===== config.mk =====
export PLATFORM = sky130hd
export DESIGN_NAME = exMulUnit
export DESIGN_NICKNAME = d
export VERILOG_FILES = /design/src/exMulPkg.sv /design/src/exCsAdd64.sv /design/src/exMulCore.sv /design/src/exMulTagPipe.sv /design/src/exMulUnit.sv
export VERILOG_INCLUDE_DIRS = /design/src
export SDC_FILE = /design/constraint.sdc
export NUM_CORES = 2
export LEC_CHECK = 0
export ABC_AREA = 1
export BUFFER_PORTS_ARGS = -buffer_cell sky130_fd_sc_hd__clkbuf_2
export CAP_MARGIN = 20
export CORE_UTILIZATION = 59
export DETAILED_ROUTE_END_ITERATION = 16
export PLACE_DENSITY = 0.8
export SKIP_CTS_REPAIR_TIMING = 1
export SYNTH_ARGS = -nofsm -noshare
export SYNTH_HDL_FRONTEND = slang
export SYNTH_HIERARCHICAL = 1
export SYNTH_SLANG_ARGS = --single-unit

===== constraint.sdc =====
create_clock -name clock -period 7.71 [get_ports clock]
set_input_delay 0.771 -clock clock [delete_from_list [all_inputs] [get_ports clock]]
set_output_delay 0.771 -clock clock [all_outputs]
set_load 0.1 [all_outputs]

===== src/exMul_macros.svh =====
// fixed sizes for the multiply unit
// MUL_LATENCY must match the two register stages inside exMulCore
// REG_INDEX_WIDTH sets the destination index width seen by writeback
`ifndef EXMUL_MACROS_SVH
`define EXMUL_MACROS_SVH

// non-held edges from issue to result on valRn
`define MUL_LATENCY 2

// destination register index width
`define REG_INDEX_WIDTH 6

`endif


===== src/exMulPkg.sv =====
// shared types for the execute-stage multiply unit
// unit command values other than cmdMul count as no operation
package exMulPkg;

	// execute unit command, only the multiply unit is decoded here
	typedef enum logic [3:0]
	{
		cmdNone = 4'h0,
		cmdMul  = 4'h1
	} exUnitCmd;

	// multiply operation
	// low forms give bits 31..0 extended to 64
	// mac forms add valRm to the full product
	typedef enum logic [2:0]
	{
		opMulsLow = 3'd0,
		opMuluLow = 3'd1,
		opMuls    = 3'd2,
		opMulu    = 3'd3,
		opMacs    = 3'd4,
		opMacu    = 3'd5
	} mulOp;

endpackage


===== src/exCsAdd64.sv =====
// 64-bit carry-select adder, purely combinational
// carry-in is zero and the carry-out is dropped, so the sum wraps mod 2^64
`timescale 1ns/1ps

module exCsAdd64(
	input  logic [63:0] a,
	input  logic [63:0] b,
	output logic [63:0] sum
);

	// lowest block, plain ripple add
	logic [16:0] lowSum;
	// carry into blocks 1 to 3
	logic [3:1]  carry;

	assign lowSum = {1'b0, a[15:0]} + {1'b0, b[15:0]};
	assign sum[15:0] = lowSum[15:0];
	assign carry[1] = lowSum[16];

	genvar blk;
	for (blk = 1; blk < 4; blk++)
	begin : gBlock
		// both candidate sums are built in parallel
		logic [16:0] sumC0;
		logic [16:0] sumC1;

		assign sumC0 = {1'b0, a[blk*16 +: 16]} + {1'b0, b[blk*16 +: 16]};
		assign sumC1 = {1'b0, a[blk*16 +: 16]} + {1'b0, b[blk*16 +: 16]} + 17'd1;

		// carry from below picks the candidate
		assign sum[blk*16 +: 16] = carry[blk] ? sumC1[15:0] : sumC0[15:0];

		// top block carry-out falls off the word
		if (blk < 3)
		begin : gCarry
			assign carry[blk+1] = carry[blk] ? sumC1[16] : sumC0[16];
		end
	end

endmodule


===== src/exMulCore.sv =====
// two-stage 32x32 multiplier with accumulate, held as a whole by exHold
// only bits 31..0 of valRs and valRt are used
// datapath registers have no reset, output is garbage until the first issue
// valRn is combinational from the stage-2 registers
`timescale 1ns/1ps

module exMulCore(
	input  logic             clock,
	input  logic [63:0]      valRs,
	input  logic [63:0]      valRt,
	input  logic [63:0]      valRm,
	input  exMulPkg::mulOp   idUOp,
	input  logic             exHold,
	output logic [63:0]      valRn
);

	// true for the ops that read their operands as signed
	function automatic logic isSignedOp(input exMulPkg::mulOp op);
		case (op)
			exMulPkg::opMulsLow,
			exMulPkg::opMuls,
			exMulPkg::opMacs:
				isSignedOp = 1'b1;
			default:
				isSignedOp = 1'b0;
		endcase
	endfunction

	// issue side, before stage 1
	logic [31:0] opA;
	logic [31:0] opB;
	logic        signedIn;
	logic [15:0] sxA;
	logic [15:0] sxB;
	logic [15:0] corrIn;
	logic [63:0] accIn;

	// stage 1 registers
	logic [31:0]    mulLL1;
	logic [31:0]    mulLH1;
	logic [31:0]    mulHL1;
	logic [31:0]    mulHH1;
	logic [15:0]    corr1;
	logic [63:0]    acc1;
	exMulPkg::mulOp op1;

	// between stage 1 and stage 2
	logic        signed1;
	logic [63:0] crossA;
	logic [63:0] crossB;
	logic [63:0] crossSum;
	logic [63:0] crossAcc;
	logic [63:0] prodIn;

	// stage 2 registers
	logic [63:0]    crossAcc2;
	logic [63:0]    prod2;
	exMulPkg::mulOp op2;

	// after stage 2
	logic [63:0] fullSum;

	always_comb
	begin
		opA = valRs[31:0];
		opB = valRt[31:0];
		signedIn = isSignedOp(idUOp);

		// upper halves widened with their sign for the cross terms
		sxA = (signedIn && opA[31]) ? 16'hFFFF : 16'h0000;
		sxB = (signedIn && opB[31]) ? 16'hFFFF : 16'h0000;

		// hi*hi is taken unsigned, so subtract the sign weight at bit 48
		// a15*b15 term would land at bit 64 and drops out
		corrIn = 16'h0000;
		if (signedIn && opA[31])
			corrIn = corrIn - opB[31:16];
		if (signedIn && opB[31])
			corrIn = corrIn - opA[31:16];

		// accumulator only for the mac forms
		if (idUOp == exMulPkg::opMacs || idUOp == exMulPkg::opMacu)
			accIn = valRm;
		else
			accIn = 64'h0;
	end

	// stage 1, partial products
	always_ff @(posedge clock)
	begin
		if (!exHold)
		begin
			mulLL1 <= opA[15:0] * opB[15:0];
			// cross terms, result fits in 32 bits signed or unsigned
			mulLH1 <= {16'h0000, opA[15:0]} * {sxB, opB[31:16]};
			mulHL1 <= {sxA, opA[31:16]} * {16'h0000, opB[15:0]};
			mulHH1 <= opA[31:16] * opB[31:16];
			corr1  <= corrIn;
			acc1   <= accIn;
			op1    <= idUOp;
		end
	end

	always_comb
	begin
		signed1 = isSignedOp(op1);

		// cross products sit at bit 16, sign-extended above when signed
		crossA = {{16{signed1 & mulLH1[31]}}, mulLH1, 16'h0000};
		crossB = {{16{signed1 & mulHL1[31]}}, mulHL1, 16'h0000};

		// hi*hi at bit 32 and lo*lo at bit 0 do not overlap
		// correction folds into the top 16 bits
		prodIn = {mulHH1[31:16] + corr1, mulHH1[15:0], mulLL1};
	end

	exCsAdd64 crossAdd(
		.a   (crossA),
		.b   (crossB),
		.sum (crossSum)
	);

	// accumulator merged here so the last stage needs one add
	exCsAdd64 accAdd(
		.a   (crossSum),
		.b   (acc1),
		.sum (crossAcc)
	);

	// stage 2
	always_ff @(posedge clock)
	begin
		if (!exHold)
		begin
			crossAcc2 <= crossAcc;
			prod2     <= prodIn;
			op2       <= op1;
		end
	end

	exCsAdd64 finalAdd(
		.a   (prod2),
		.b   (crossAcc2),
		.sum (fullSum)
	);

	// low forms replace the upper word with an extension of bit 31
	always_comb
	begin
		case (op2)
			exMulPkg::opMulsLow:
				valRn = {{32{fullSum[31]}}, fullSum[31:0]};
			exMulPkg::opMuluLow:
				valRn = {32'h0, fullSum[31:0]};
			default:
				valRn = fullSum;
		endcase
	end

endmodule


===== src/exMulTagPipe.sv =====
// valid bit and destination index beside the multiply datapath
// depth follows MUL_LATENCY and must stay in step with exMulCore
// any command other than cmdMul issues nothing
`timescale 1ns/1ps
`include "exMul_macros.svh"

module exMulTagPipe(
	input  logic                        clock,
	input  logic                        reset,
	input  exMulPkg::exUnitCmd          idUCmd,
	input  logic [`REG_INDEX_WIDTH-1:0] idRn,
	input  logic                        exHold,
	output logic                        resultValid,
	output logic [`REG_INDEX_WIDTH-1:0] resultRn
);

	// entry 0 loads at issue, last entry drives the outputs
	logic [`MUL_LATENCY-1:0]     validPipe;
	logic [`REG_INDEX_WIDTH-1:0] rnPipe [`MUL_LATENCY];
	logic                        issue;

	assign issue = (idUCmd == exMulPkg::cmdMul);

	// valid bits, cleared by reset even while held
	always_ff @(posedge clock)
	begin
		if (reset)
			validPipe <= '0;
		else if (!exHold)
		begin
			validPipe[0] <= issue;
			for (int i = 1; i < `MUL_LATENCY; i++)
				validPipe[i] <= validPipe[i-1];
		end
	end

	// index only matters when its valid bit is set
	always_ff @(posedge clock)
	begin
		if (!exHold)
		begin
			rnPipe[0] <= idRn;
			for (int i = 1; i < `MUL_LATENCY; i++)
				rnPipe[i] <= rnPipe[i-1];
		end
	end

	assign resultValid = validPipe[`MUL_LATENCY-1];
	assign resultRn    = rnPipe[`MUL_LATENCY-1];

endmodule


===== src/exMulUnit.sv =====
// multiply unit top, core datapath plus tag pipeline
// valRn is only meaningful while resultValid is high
// exHold freezes both halves together
`timescale 1ns/1ps
`include "exMul_macros.svh"

module exMulUnit(
	input  logic                        clock,
	input  logic                        reset,
	input  logic [63:0]                 valRs,
	input  logic [63:0]                 valRt,
	input  logic [63:0]                 valRm,
	input  exMulPkg::exUnitCmd          idUCmd,
	input  exMulPkg::mulOp              idUOp,
	input  logic [`REG_INDEX_WIDTH-1:0] idRn,
	input  logic                        exHold,
	output logic [63:0]                 valRn,
	output logic                        resultValid,
	output logic [`REG_INDEX_WIDTH-1:0] resultRn
);

	// datapath runs every non-held cycle, command not needed here
	exMulCore core(
		.clock  (clock),
		.valRs  (valRs),
		.valRt  (valRt),
		.valRm  (valRm),
		.idUOp  (idUOp),
		.exHold (exHold),
		.valRn  (valRn)
	);

	// tells writeback when and where the result lands
	exMulTagPipe tagPipe(
		.clock       (clock),
		.reset       (reset),
		.idUCmd      (idUCmd),
		.idRn        (idRn),
		.exHold      (exHold),
		.resultValid (resultValid),
		.resultRn    (resultRn)
	);

endmodule


-- Yosys cells after proc, flatten, opt, wreduce, memory -nomap -nowiden
Memories as Yosys holds them, arrays and structs flattened.
Index checks and enable logic that the tools add are counted.
- eq/ne operators: 7
- bitwise gates (word level): 2
- multipliers: 4
- multiplexer cells: 19
- add/sub/neg operators: 20
- reduce and logical (&&, ||, !) cells: 8
- operators by type and width (cell ; count):
    $mux W16 ; 11
    $pmux W64 S2 ; 1
    $add A16 B16 Y17 ; 7
    $add A17 B1 Y17 const B ; 4
    $mul A16 B16 Y32 ; 2
    $add A16 B1 Y16 const B ; 3
    $add A16 B16 Y16 ; 3
    $mul A16 B32 Y32 ; 1
    $mul A32 B16 Y32 ; 1
    $sub A1 B16 Y16 const A ; 1
    $sub A16 B16 Y16 ; 1
    $eq A3 B3 Y1 const B ; 3
    $logic_not A3 Y1 ; 3
    $mux W1 ; 7
    $eq A3 B2 Y1 const B ; 2
    $reduce_or A3 Y1 ; 2
    $eq A4 B1 Y1 const B ; 1
    $eq A3 B1 Y1 const B ; 1
    $add A1 B1 Y2 ; 1
    $and A1 B1 Y1 ; 2
    $logic_and A1 B1 Y1 ; 2
    $logic_or A1 B1 Y1 ; 1
- memories kept: 1
- flip-flop bits (word level): 344
- output and inout port bits: 71
- logic and storage cells: 72
- input port bits: 208
- memory bits (writable): 12
- memories (memory ; words ; width ; read ports ; clocked after Yosys merged registers in ; wr ports ; line ; text):
    tagPipe.rnPipe ; 2 ; 6 ; 2 ; 0 ; 2 ; exMulTagPipe.sv:19 ; logic [`REG_INDEX_WIDTH-1:0] rnPipe [`MUL_LATENCY];

-- Longest topological paths before layout
- word-level depth: 10
- mapped depth: 41
- mapped depth without buffers: 40

-- Hierarchy
The synthesis kept the hierarchy.
- by module, submodules not included (module ; seq. area each (um^2) ; cells each ; area each (um^2) ; instances):
    exMulCore ; 10269.8 ; 6360 ; 53028.4 ; 1
    exCsAdd64 at core.crossAdd ... ; 0.0 ; 974 ; 5103.6 ; 2
    exCsAdd64 at core.accAdd ; 0.0 ; 964 ; 5092.4 ; 1
    exMulTagPipe ; 400.4 ; 31 ; 493.0 ; 1

-- Least setup slack after synthesis
Ideal clock, no wire load.
- path kind: input to register
- start point: in exHold
- end point: reg core.acc1[0], enable pin
- setup time: 0.690 ns
- data required time: 7.020 ns
- slack: -0.333 ns
- buffers on the path: 0
- cell stages on the path: 1
- arrival: 7.353 ns
- path through: inv_1
- RTL lines (element ; line ; text):
    start, declared ; exMulUnit.sv:16 ; input logic exHold,
    end signal, assigned ; exMulCore.sv:99 ; acc1 <= accIn;
    end, declared ; exMulCore.sv:44 ; logic [63:0] acc1;
No word-level cell between the ends.

-- Final worst setup path
- start point: reg core.crossAcc2[0]
- end point: out valRn[49]
- cells in the longest elaborated chain, start to end: 5
- elaborated cells between the ends (all ways): 6
- classes of those cells: add/sub: 1; mux: 5
- RTL lines (element ; line ; text):
    start, declared ; exMulCore.sv:56 ; logic [63:0] crossAcc2;
    start signal, assigned ; exMulCore.sv:135 ; crossAcc2 <= crossAcc;
    $add A16 B16 Y17 * ; exCsAdd64.sv:16 ; assign lowSum = {1'b0, a[15:0]} + {1'b0, b[15:0]};
    $mux W1 (2 in series) ; exCsAdd64.sv:36 ; assign carry[blk+1] = carry[blk] ? sumC1[16] : sumC0[16];
    $mux W16 ; exCsAdd64.sv:31 ; assign sum[blk*16 +: 16] = carry[blk] ? sumC1[15:0] : sumC0[15:0];
    $pmux W64 S2 * ; exMulCore.sv:150 ; case (op2)
    end, declared ; exMulUnit.sv:17 ; output logic [63:0] valRn,
Every way passes the cells marked *; elsewhere a longest branch is shown, timed or not.

==> impl_metrics.ini <==
[worst_setup_path]
cp_data_arrival_time_ns = 6.27
cp-end-kind = primary output
cp_cell_sequence = ha_1, inv_1, fa_1, nand3b_1, nand2_1, a21oi_1, o21ai_1, nand3_1, nand2_1, nand2_1, nor2_2, nand2_1, nor2_1, xor2_1, nand2_1, nand2_1, clkbuf_2
cpMaxStageDelayCell = xor2_1
required_ns = 6.94
path_class = reg2out
critPathLaunchType = flop
critPathMaxStageDelay_ns = 0.91
worstPathMaxFanout = 32
path_common_cell = nand2_1

[yosys]
netlist_area_mm2 = 0.0688
synth-edff-count = 354
syn_inst = 9303
synth.distinct_cells = 58
syn_avg_cell_area_um2 = 7.40
ys.flop_type = edfxtp_1
async_flop_share = 0
synth-seq-cells = 356
synth_warnings = 6
ys_seq_area_frac = 0.155

[drt]
remaining_drc_errors = 0
initialDrtViolationCount = 4757
vias = 59400
totalWireLength_mm = 190
avgRoutedWirePerCell_um = 17.4
drtAntennaViolNets = 0
vias_per_cell = 5.44
drt-pass1-iter-count = 6

[cells_and_area]
drive_above_1_share = 0.0554
instances_no_fill = 10900
final_common_cell = nand2_1
mostFrequentLayoutCells = nand2_1 (2596), inv_1 (2302), fa_1 (918)
syn_to_final_growth_pct = 5.54
nNetsFinal = 11100
antennaDiodeCount = 0

[clock_network]
cts_tree = done
cts_max_path_buffers = 3
clock_latency_ns = 0.61
cts-root-buf = clkbuf_16
clkSinkCount = 356
clk_pin_slew_worst_paths_ns = 0.07
cts_buffers = 41
cts.htree.levels = 2

[timing]
period_share = 0.913
rsz0062_at_grt = false
max_freq_mhz = 142
setup_viol = 0
worstMarginPinSlew_ns = 1.16
fin_worst_skew_ns = 0.0428
hold_viol = 0
tns_ns = 0
slew_headroom = 0.223
final.min_clock_period_ns = 7.04
slew_viol_final = 0

[place]
place_hpwl_mm = 156
routabilityCongestion = 0.989
io_buffers = 214
dp.cells = 10900

[run]
drv_cap = 0

[worst_hold_path]
hold_path_class = in2reg

[global_route]
grt_first_pass_wirelength_mm = 308
antenna_found_initial = 2
grt_pass1_vias = 60300
grt_usage = 0.329
grt_start_max_net_pins = 170
grt-ovfl-total = 0

[floorplan]
die_area_mm2 = 0.118
dieWidth_um = 344
design.core.area_mm2 = 0.115
num_rows = 124
start_util = 0.599
io_pins = 279
die_y_um = 344

[status]
outcome = completed
[final cells by class]
type                       count  area (um2)
timing repair buffer         293        1740
clock inverter                26         179
tap                         1512        1890
fill                       10200       42300
sequential                   356       10700
inverter                    2325        8740
clock buffer                  47        1090
multi-input combinational   6368       48300
[worst max-delay path, delay by kind of cell, from the launching register on]
family / cells / cell delay [ns]
AOI/OAI and AO/OA: 2 / 0.39
xor gates and xnor gates: 1 / 0.91
adders and majority gates: 2 / 0.59
buffers and inverters: 2 / 0.56
DFF: 1 / 0.45
and+or+nand+nor: 10 / 2.76
[final timing paths]
path	from	to	slack (ns)	cells past startpoint
max	core/crossAcc2[0]	valRn[49]	0.67	17
min	idRn[5]	tagPipe/rnPipe[0][5]	0.34	1
max reg2reg	core/op1[0]	core/crossAcc2[62]	1.79	28
min reg2reg	core/mulHH1[13]	core/prod2[45]	0.42	0
[logic make-up after synthesis]
group / after synthesis / share of synthesized area
AO/OA/AOI/OAI: 684 / 0.0560
buffers and inverters: 2612 / 0.145
XOR/XNOR: 308 / 0.0403
AND/OR/NAND/NOR: 3847 / 0.232
other: 1 / 0.0000545
flip-flops: 356 / 0.155
adder cells (fa/ha/maj): 1495 / 0.372
[sequential cells by signal, indices dropped and copies added (netlist names), 12 cells and up]
| register | flops |
|---|---|
| tagPipe/rnPipe | 12 |
| core/acc1 | 64 |
| core/mulHL1 | 32 |
| core/mulLL1 | 32 |
| core/crossAcc2 | 64 |
| core/mulHH1 | 32 |
| core/mulLH1 | 32 |
| core/corr1 | 16 |
| core/prod2 | 64 |
[cell usage after synthesis, types with 3 or more instances]
cell	count	area (um2)
nor2_1	507	1900
nand4_2	4	50.1
o21bai_1	46	345
nand3_2	15	150
a22o_1	6	52.6
buf_1	6	22.5
o21a_1	11	82.6
a31oi_1	17	106
buf_2	31	155
and3_1	3	18.8
buf_4	11	82.6
o21ai_1	15	75.1
o22ai_1	4	25.0
o21ai_0	185	926
nand3b_1	21	158
nor3_1	69	345
and2_1	15	93.8
a21o_1	44	330
xor2_1	236	2070
nand2_4	15	169
inv_1	2303	8640
nand2_1	2597	9750
xor2_2	10	163
nand2_2	45	282
inv_2	19	71.3
nand4_1	117	732
o211ai_1	6	45.0
xnor2_1	62	543
a21oi_2	4	35.0
nand3_1	389	1950
a21boi_0	10	75.1
ha_1	577	7220
edfxtp_1	354	10600
nor2_2	25	156
a31o_2	5	43.8
buf_6	5	56.3
nor3_2	6	60.1
o31ai_1	9	67.6
clkbuf_1	231	867
a21oi_1	317	1590
fa_1	918	18400
nor4_1	8	50.1
nor2_4	5	56.3
[metal layers]
layer / vias to the layer above / GRT usage / routed length (um)
li1: 28100 / - / -
met3: 510 / 0.0575 / 17200
met1: 28400 / 0.442 / 79400
met5: - / 0 / 13
met4: 2 / 0.127 / 8160
met2: 2457 / 0.529 / 85700
[stage by stage]
step	hold WS [ns]	cell area (um2)	setup slack, ns	utilization
after detailed placement	0.405	71400	0.719	0.621
after floorplan	0.400	68900	1.51	-
after global routing	0.313	72600	0.473	0.632
final	0.340	72600	0.669	0.632
after CTS	0.305	72600	0.713	0.632
after global placement	0.402	71400	0.751	0.621
Power is not shown: default switching activity piles up to over one toggle a cycle in this logic, so the estimate is an artifact.
